[src/svst_defs.svh]
`ifndef SVST_DEFS_SVH
`define SVST_DEFS_SVH

// width of an address into the state space or the save memory
`define SAVE_STATE_BITS 5

// last word of the state space, also the last word of the save memory
`define SAVE_STATE_LAST_ADDRESS 31

// the CPU register bank ends here and working state starts one word above
`define SAVE_STATE_CPU_LAST 7

`endif

[src/svst_pkg.sv]
`default_nettype none

`include "svst_defs.svh"

package svst_pkg;

    typedef logic [15:0] svst_word_t;

    typedef logic [`SAVE_STATE_BITS-1:0] svst_addr_t;

    // operation carried by op while req is high
    typedef enum logic {
        OP_SAVE = 1'b0,
        OP_LOAD = 1'b1
    } svst_op_t;

endpackage : svst_pkg

`default_nettype wire

[src/machine_state_space.sv]
`default_nettype none
`timescale 1ns/1ps

`include "svst_defs.svh"

module machine_state_space (
    input  logic                 clock,
    input  logic                 reset_n,
    input  logic                 busy,
    input  svst_pkg::svst_addr_t state_addr,
    input  logic                 state_read_en,
    input  logic                 state_write_en,
    input  svst_pkg::svst_word_t state_write_data,
    input  svst_pkg::svst_addr_t host_addr,
    input  logic                 host_write_en,
    input  svst_pkg::svst_word_t host_write_data,
    output svst_pkg::svst_word_t state_read_data,
    output svst_pkg::svst_word_t host_read_data
);

    localparam int cpu_words  = `SAVE_STATE_CPU_LAST + 1;
    localparam int work_words = `SAVE_STATE_LAST_ADDRESS + 1 - cpu_words;
    localparam int cpu_bits   = $clog2(cpu_words);

    svst_pkg::svst_word_t cpu_bank   [cpu_words];
    svst_pkg::svst_word_t work_array [work_words];

    svst_pkg::svst_addr_t acc_addr;
    logic                 acc_read_en;
    logic                 acc_write_en;
    svst_pkg::svst_word_t acc_write_data;
    logic                 acc_in_cpu;
    svst_pkg::svst_addr_t work_index;
    svst_pkg::svst_addr_t read_addr_q;
    svst_pkg::svst_word_t cpu_q;
    svst_pkg::svst_word_t work_q;
    svst_pkg::svst_word_t read_word;

    // the sequencer owns the port while busy and host writes are lost
    assign acc_addr       = busy ? state_addr : host_addr;
    assign acc_read_en    = busy ? state_read_en : 1'b1;
    assign acc_write_en   = busy ? state_write_en : host_write_en;
    assign acc_write_data = busy ? state_write_data : host_write_data;

    assign acc_in_cpu = (acc_addr <= `SAVE_STATE_CPU_LAST);
    assign work_index = acc_addr - svst_pkg::svst_addr_t'(cpu_words);

    always_ff @(posedge clock or negedge reset_n) begin
        if (!reset_n) begin
            for (int i = 0; i < cpu_words; i++) begin
                cpu_bank[i] <= '0;
            end
            for (int i = 0; i < work_words; i++) begin
                work_array[i] <= '0;
            end
            read_addr_q <= '0;
            cpu_q       <= '0;
            work_q      <= '0;
        end else begin
            if (acc_read_en) begin
                read_addr_q <= acc_addr;
                if (acc_in_cpu) begin
                    cpu_q <= cpu_bank[acc_addr[cpu_bits-1:0]];
                end else begin
                    work_q <= work_array[work_index];
                end
            end
            if (acc_write_en) begin
                if (acc_in_cpu) begin
                    cpu_bank[acc_addr[cpu_bits-1:0]] <= acc_write_data;
                end else begin
                    work_array[work_index] <= acc_write_data;
                end
            end
        end
    end

    // pick the region by the address of the read one cycle back
    assign read_word = (read_addr_q <= `SAVE_STATE_CPU_LAST) ? cpu_q : work_q;

    assign state_read_data = read_word;
    assign host_read_data  = read_word;

endmodule : machine_state_space

`default_nettype wire

[src/save_state_memory.sv]
`default_nettype none
`timescale 1ns/1ps

`include "svst_defs.svh"

module save_state_memory (
    input  logic                 clock,
    input  logic                 reset_n,
    input  logic                 mem_read_en,
    input  logic                 mem_write_en,
    input  svst_pkg::svst_addr_t mem_addr,
    input  svst_pkg::svst_word_t mem_write_data,
    output svst_pkg::svst_word_t mem_read_data
);

    svst_pkg::svst_word_t save_mem [`SAVE_STATE_LAST_ADDRESS + 1];

    // a read in the same cycle as a write wins and the write is lost
    always_ff @(posedge clock or negedge reset_n) begin
        if (!reset_n) begin
            for (int i = 0; i <= `SAVE_STATE_LAST_ADDRESS; i++) begin
                save_mem[i] <= '0;
            end
            mem_read_data <= '0;
        end else if (mem_read_en) begin
            mem_read_data <= save_mem[mem_addr];
        end else if (mem_write_en) begin
            save_mem[mem_addr] <= mem_write_data;
        end
    end

endmodule : save_state_memory

`default_nettype wire

[src/save_state_sequencer.sv]
`default_nettype none
`timescale 1ns/1ps

`include "svst_defs.svh"

module save_state_sequencer (
    input  logic                 clock,
    input  logic                 reset_n,
    input  logic                 begin_save,
    input  logic                 begin_load,
    input  svst_pkg::svst_word_t state_read_data,
    input  svst_pkg::svst_word_t mem_read_data,
    output logic                 stall,
    output logic                 state_read_en,
    output logic                 state_write_en,
    output svst_pkg::svst_addr_t state_addr,
    output svst_pkg::svst_word_t state_write_data,
    output logic                 mem_read_en,
    output logic                 mem_write_en,
    output svst_pkg::svst_addr_t mem_addr,
    output svst_pkg::svst_word_t mem_write_data
);

    localparam svst_pkg::svst_addr_t last_addr = `SAVE_STATE_LAST_ADDRESS;

    typedef enum logic [1:0] {IDLE, SAVING, LOADING} seq_state_t;

    seq_state_t           state;
    logic                 saving;
    logic                 src_en;
    svst_pkg::svst_addr_t src_addr;
    logic                 pipe_valid;
    svst_pkg::svst_addr_t pipe_addr;
    logic                 dst_en;
    svst_pkg::svst_addr_t dst_addr;

    // source side is read at src_addr, destination written two cycles later
    always_ff @(posedge clock or negedge reset_n) begin
        if (!reset_n) begin
            state      <= IDLE;
            src_en     <= 1'b0;
            src_addr   <= '0;
            pipe_valid <= 1'b0;
            pipe_addr  <= '0;
            dst_en     <= 1'b0;
            dst_addr   <= '0;
        end else begin
            pipe_valid <= src_en;
            pipe_addr  <= src_addr;
            dst_en     <= pipe_valid;
            dst_addr   <= pipe_addr;
            case (state)
                IDLE: begin
                    if (begin_save) begin
                        state    <= SAVING;
                        src_en   <= 1'b1;
                        src_addr <= '0;
                    end else if (begin_load) begin
                        state    <= LOADING;
                        src_en   <= 1'b1;
                        src_addr <= '0;
                    end
                end
                default: begin
                    if (src_en) begin
                        if (src_addr == last_addr) begin
                            src_en <= 1'b0;
                        end else begin
                            src_addr <= src_addr + svst_pkg::svst_addr_t'(1);
                        end
                    end
                    // done once the last word has gone out on the write side
                    if (dst_en && dst_addr == last_addr) begin
                        state <= IDLE;
                    end
                end
            endcase
        end
    end

    // read data arrives one cycle after the read and is written the cycle after that
    always_ff @(posedge clock) begin
        state_write_data <= mem_read_data;
        mem_write_data   <= state_read_data;
    end

    assign saving = (state == SAVING);

    // the start pulse already counts as busy
    assign stall = (state != IDLE) || begin_save || begin_load;

    assign state_read_en  = saving && src_en;
    assign mem_write_en   = saving && dst_en;
    assign mem_read_en    = (state == LOADING) && src_en;
    assign state_write_en = (state == LOADING) && dst_en;

    assign state_addr = saving ? src_addr : dst_addr;
    assign mem_addr   = saving ? dst_addr : src_addr;

endmodule : save_state_sequencer

`default_nettype wire

[src/save_state_top.sv]
`default_nettype none
`timescale 1ns/1ps

module save_state_top (
    input  logic                 clock,
    input  logic                 reset_n,
    input  logic                 req,
    input  svst_pkg::svst_op_t   op,
    input  svst_pkg::svst_addr_t host_addr,
    input  logic                 host_write_en,
    input  svst_pkg::svst_word_t host_write_data,
    output logic                 ack,
    output logic                 busy,
    output svst_pkg::svst_word_t host_read_data
);

    logic                 begin_save;
    logic                 begin_load;
    logic                 state_read_en;
    logic                 state_write_en;
    svst_pkg::svst_addr_t state_addr;
    svst_pkg::svst_word_t state_write_data;
    svst_pkg::svst_word_t state_read_data;
    logic                 mem_read_en;
    logic                 mem_write_en;
    svst_pkg::svst_addr_t mem_addr;
    svst_pkg::svst_word_t mem_write_data;
    svst_pkg::svst_word_t mem_read_data;

    svst_request_port svst_request_port_inst (
        .clock      (clock),
        .reset_n    (reset_n),
        .req        (req),
        .op         (op),
        .busy       (busy),
        .ack        (ack),
        .begin_save (begin_save),
        .begin_load (begin_load)
    );

    save_state_sequencer save_state_sequencer_inst (
        .clock            (clock),
        .reset_n          (reset_n),
        .begin_save       (begin_save),
        .begin_load       (begin_load),
        .state_read_data  (state_read_data),
        .mem_read_data    (mem_read_data),
        .stall            (busy),
        .state_read_en    (state_read_en),
        .state_write_en   (state_write_en),
        .state_addr       (state_addr),
        .state_write_data (state_write_data),
        .mem_read_en      (mem_read_en),
        .mem_write_en     (mem_write_en),
        .mem_addr         (mem_addr),
        .mem_write_data   (mem_write_data)
    );

    machine_state_space machine_state_space_inst (
        .clock            (clock),
        .reset_n          (reset_n),
        .busy             (busy),
        .state_addr       (state_addr),
        .state_read_en    (state_read_en),
        .state_write_en   (state_write_en),
        .state_write_data (state_write_data),
        .host_addr        (host_addr),
        .host_write_en    (host_write_en),
        .host_write_data  (host_write_data),
        .state_read_data  (state_read_data),
        .host_read_data   (host_read_data)
    );

    save_state_memory save_state_memory_inst (
        .clock          (clock),
        .reset_n        (reset_n),
        .mem_read_en    (mem_read_en),
        .mem_write_en   (mem_write_en),
        .mem_addr       (mem_addr),
        .mem_write_data (mem_write_data),
        .mem_read_data  (mem_read_data)
    );

endmodule : save_state_top

`default_nettype wire

[src/svst_request_port.sv]
`default_nettype none
`timescale 1ns/1ps

module svst_request_port (
    input  logic               clock,
    input  logic               reset_n,
    input  logic               req,
    input  svst_pkg::svst_op_t op,
    input  logic               busy,
    output logic               ack,
    output logic               begin_save,
    output logic               begin_load
);

    typedef enum logic [1:0] {IDLE, RUNNING, ACKED} port_state_t;

    port_state_t state;

    always_ff @(posedge clock or negedge reset_n) begin
        if (!reset_n) begin
            state      <= IDLE;
            ack        <= 1'b0;
            begin_save <= 1'b0;
            begin_load <= 1'b0;
        end else begin
            begin_save <= 1'b0;
            begin_load <= 1'b0;
            case (state)
                IDLE: begin
                    if (req && !busy && !ack) begin
                        begin_save <= (op == svst_pkg::OP_SAVE);
                        begin_load <= (op == svst_pkg::OP_LOAD);
                        state      <= RUNNING;
                    end
                end
                RUNNING: begin
                    // the start pulse keeps busy high in the first running cycle
                    if (!busy) begin
                        ack   <= 1'b1;
                        state <= ACKED;
                    end
                end
                ACKED: begin
                    // hold ack until the host lets go of req
                    if (!req) begin
                        ack   <= 1'b0;
                        state <= IDLE;
                    end
                end
                default: begin
                    state <= IDLE;
                end
            endcase
        end
    end

endmodule : svst_request_port

`default_nettype wire

[config.mk]
export PLATFORM = sky130hd
export DESIGN_NAME = save_state_top
export DESIGN_NICKNAME = d
export VERILOG_FILES = /design/src/svst_pkg.sv /design/src/machine_state_space.sv /design/src/save_state_memory.sv /design/src/save_state_sequencer.sv /design/src/save_state_top.sv /design/src/svst_request_port.sv
export VERILOG_INCLUDE_DIRS = /design/src
export SDC_FILE = /design/constraint.sdc
export NUM_CORES = 2
export LEC_CHECK = 0
export BUFFER_PORTS_ARGS = -buffer_cell sky130_fd_sc_hd__buf_4
export CAP_MARGIN = 30
export CELL_PAD_IN_SITES_DETAIL_PLACEMENT = 2
export CELL_PAD_IN_SITES_GLOBAL_PLACEMENT = 2
export CORE_ASPECT_RATIO = 1.1
export CORE_MARGIN = 5
export CORE_UTILIZATION = 35
export CTS_CLUSTER_SIZE = 14
export DETAILED_ROUTE_END_ITERATION = 16
export GPL_TIMING_DRIVEN = 0
export PLACE_DENSITY = 0.71
export REMOVE_ABC_BUFFERS = 1
export SETUP_SLACK_MARGIN = 0.4
export SLEW_MARGIN = 20
export SYNTH_ARGS = -nofsm -noshare
export SYNTH_HDL_FRONTEND = slang
export SYNTH_SLANG_ARGS = --single-unit
[constraint.sdc]
create_clock -name clock -period 6.5 [get_ports clock]
set_clock_uncertainty 0.15 [all_clocks]
set_input_delay 0.65 -clock clock [delete_from_list [all_inputs] [get_ports clock]]
set_output_delay 0.65 -clock clock [all_outputs]
set_load 0.1 [all_outputs]
==> impl_metrics.toml <==
[run_status]
status = "completed"

[worst_setup_path]
critPathLaunchType = "flop"
slowest_stage = "a2111oi_0"
critPathArrivalTime_ns = 5.88
worstSetupPathType = "flop to flop"
slowest_delay_ns = 0.89
cp_cell_sequence = "nor4_4, buf_6, inv_2, a31oi_1, inv_1, ha_1, nand2_1, a21oi_1, a2111oi_0, a21oi_1"
endpoint_kind = "flop"
worstPathMaxFanout = 27
crit_top_cell = "a21oi_1"
worst_ep_required_time_ns = 6.98
r2r_setup_slack_ns = 1.10

[cts]
numClockSinks = 1131
postCtsHoldBufs = 3
cts.repair.resized = 0
h-tree-depth = 4
cts_root_buffer = "clkbuf_16"
clkLatencyLatePin_ns = 0.78
clk_pin_slew_ns = 0.06
cts_buffers = 131
tritoncts = "yes"
cts_setup_buffers = 0
clockBufferDepth = 3

[sta]
finalHoldViolations = 0
rsz0062_at_grt = "false"
fin_crit_ns = 5.40
relSlewSlack_pct = 34.5
setup_violations = 0
post-route-period-util_pct = 83.1
timing.fmax_mhz = 185
worst_pin_slew_ns = 0.957
drv_slew = 0

[yosys]
yosys_warnings = 0
ys.flop_type = "dfrtp_1"
yosysMostFrequentCell = "dfrtp_1"
synthTopCellsByCount = "1099 x dfrtp_1, 532 x mux2_2, 465 x nor2_1"
syn-cell-area_sq_mm = 0.0498
synth-edff-count = 0
ys_ff_latch = 1131
ys_types = 65
synth_top_cell_area_share_pct = 55.2
avgSynthCellArea_sq_um = 12.1
netlist_top_cells_area = "dfrtp_1 55%, mux2_2 12%, mux4_2 8.4%, a21oi_1 4.5%, nor2_1 3.5%"
async_flop_share_pct = 97.2
synth_largest_area_cell = "dfrtp_1"
synthCells = 4131
synth-seq-area-share_pct = 56.5

[routing]
met2_length_mm = 88.3
firstDrtPassIters = 5
vias_per_cell = 5.67
wl_met3_mm = 7.79
vias = 34900
ant_nets = 0
drt_wl_total_mm = 177
drc = 0
drt_iter0_drc = 2143
routed.top_layer = "met4"
wire_per_inst_um = 28.8
wl_met1_mm = 73.7

[floorplanning]
core-area_sq_mm = 0.142
die_w_um = 370
initial_core_util_pct = 35.1
num_rows = 145
die_h_um = 406
fp.dieArea_sq_mm = 0.150
ios = 44

[place]
hpwl_mm = 117
dp.cells = 5913
globalplace.congestion = 0.744
numPortBuffers = 43

[power_and_ir_drop]
switching_power_mw = 14.5
power_frac_seq_pct = 31.8
p_int_mw = 19.8
peakVddDrop_mv = 0.490
switching_share_pct = 42.3
clkPwrFrac_pct = 22.5
leakagePower_nw = 27.0
p_total_mw = 34.4
combPwrFrac_pct = 45.7
power_density_mw_per_mm2 = 575

[cells_and_area]
stdcell_count = 6155
area_delta_synth_final_pct = 20.0
nFillCells = 13900
layout.nets = 4174
drive_above_1_share_pct = 29.8

[global_route]
grt_overflow = 0
grt_pass1_vias = 39800
grt_max_degree = 137
grt_usage_pct = 23.7
grt_antenna_before_repair = 11
grt_pass1_wl_mm = 266

[run]
maxCapViolCount = 0

[worst_hold_path]
hold_path_class = "flop to flop"
[sequential cells by signal, indices dropped and copies added, names as in the netlist]
register and count:
save_state_sequencer_inst.pipe_addr 5, svst_request_port_inst.ack 1, machine_state_space_inst.cpu_bank 128, save_state_sequencer_inst.dst_en 1, save_state_memory_inst.mem_read_data 16, svst_request_port_inst.begin_load 1, svst_request_port_inst.begin_save 1, machine_state_space_inst.cpu_q 16
save_state_memory_inst.save_mem 512, save_state_sequencer_inst.state 2, machine_state_space_inst.work_array 384, save_state_sequencer_inst.mem_write_data 16, save_state_sequencer_inst.dst_addr 5, svst_request_port_inst.state 2, save_state_sequencer_inst.pipe_valid 1, save_state_sequencer_inst.src_en 1
save_state_sequencer_inst.state_write_data 16, save_state_sequencer_inst.src_addr 5, machine_state_space_inst.work_q 16, machine_state_space_inst.read_addr_q 2
[cells in the final DEF (no fill, tap or decap), types with 59 or more instances in the layout]
cell type,n
o21ai_0,171
nand2_1,339
a21oi_1,446
buf_4,59
nor2_1,446
mux2i_1,62
buf_16,73
buf_8,67
dfrtp_1,1099
clkbuf_16,134
mux2_2,532
mux4_2,186
[power groups by stage]
stage / clock network, mW / logic, mW / registers (mW)
after floorplan: 0 / 8.24 / 10.2
after global routing: 8.21 / 16.6 / 11.1
after CTS: 7.89 / 15.8 / 10.9
final: 7.72 / 15.7 / 10.9
after detailed placement: 0 / 15.5 / 11.0
after global placement: 0 / 11.8 / 10.9
[stage by stage]
stage	TNS (ns)	hold WS [ns]	util, %	setup WS (ns)	area, sq um
floorplan	-450.03	0.181	-	-8.25	48300
global placement	-	0.183	36.0	-16.61	51000
detailed placement	0	0.187	39.0	1.12	55200
CTS	0	0.166	42.2	1.02	59700
global route	0	0.180	42.2	0.993	59800
finish	0	0.166	42.2	1.10	59800
[routing by layer]
layer | global-route usage [%] | vias up
met2 | 40.5 | 816
met1 | 29.8 | 18900
met4 | 9.52 | 0
li1 | - | 14800
met5 | 0 | -
met3 | 4.37 | 378
[critical path: cells and delay by family, from the launching register on]
kind / cells / cell delay [ns]
simple gates: 2 / 1.32
fa+ha+maj: 1 / 0.65
flops: 1 / 0.56
compound gates: 4 / 1.82
buf+inv: 3 / 0.76
[worst paths after layout]
| path | startpoint | endpoint | cells past startpoint |
|---|---|---|---|
| max | save_state_sequencer_inst.state[0]$_DFFE_PN0P_ | machine_state_space_inst.work_q[15]$_DFFE_PN0P_ | 10 |
| min | save_state_sequencer_inst.pipe_addr[0]$_DFF_PN0_ | save_state_sequencer_inst.dst_addr[0]$_DFF_PN0_ | 0 |
| max reg2reg | save_state_sequencer_inst.state[0]$_DFFE_PN0P_ | machine_state_space_inst.work_q[15]$_DFFE_PN0P_ | 10 |
| min reg2reg | save_state_sequencer_inst.pipe_addr[0]$_DFF_PN0_ | save_state_sequencer_inst.dst_addr[0]$_DFF_PN0_ | 0 |
| max in group asynchronous | reset_n | save_state_memory_inst.save_mem[509]$_DFFE_PN0P_ | 5 |
| min in group asynchronous | reset_n | machine_state_space_inst.work_array[116]$_DFFE_PN0P_ | 2 |
[logic make-up (layout without fill, tap and decap cells)]
group | count (synthesis) | after routing | synth area share [%]
buffers and inverters | 375 | 487 | 3.18
flip-flops | 1131 | 1131 | 56.5
multiplexers | 801 | 801 | 22.1
other | 0 | 1 | 0
AND/OR/NAND/NOR | 1002 | 1002 | 8.62
adder cells (fa/ha/maj) | 7 | 7 | 0.176
AO/OA/AOI/OAI | 815 | 815 | 9.39
[area by class of cell]
type                       instances  area (sq um)  area share, %
clock inverter                    37           566          0.946
clock buffer                     198          3900           6.53
sequential                      1131         28200           47.1
antenna                            1          2.50        0.00419
multi-input combinational       2625         20700           34.6
tap                             1911          2390           4.00
timing repair buffer             241          4020           6.72
inverter                          11          41.3         0.0691
Note: power is estimated with default switching activity, not from simulation.
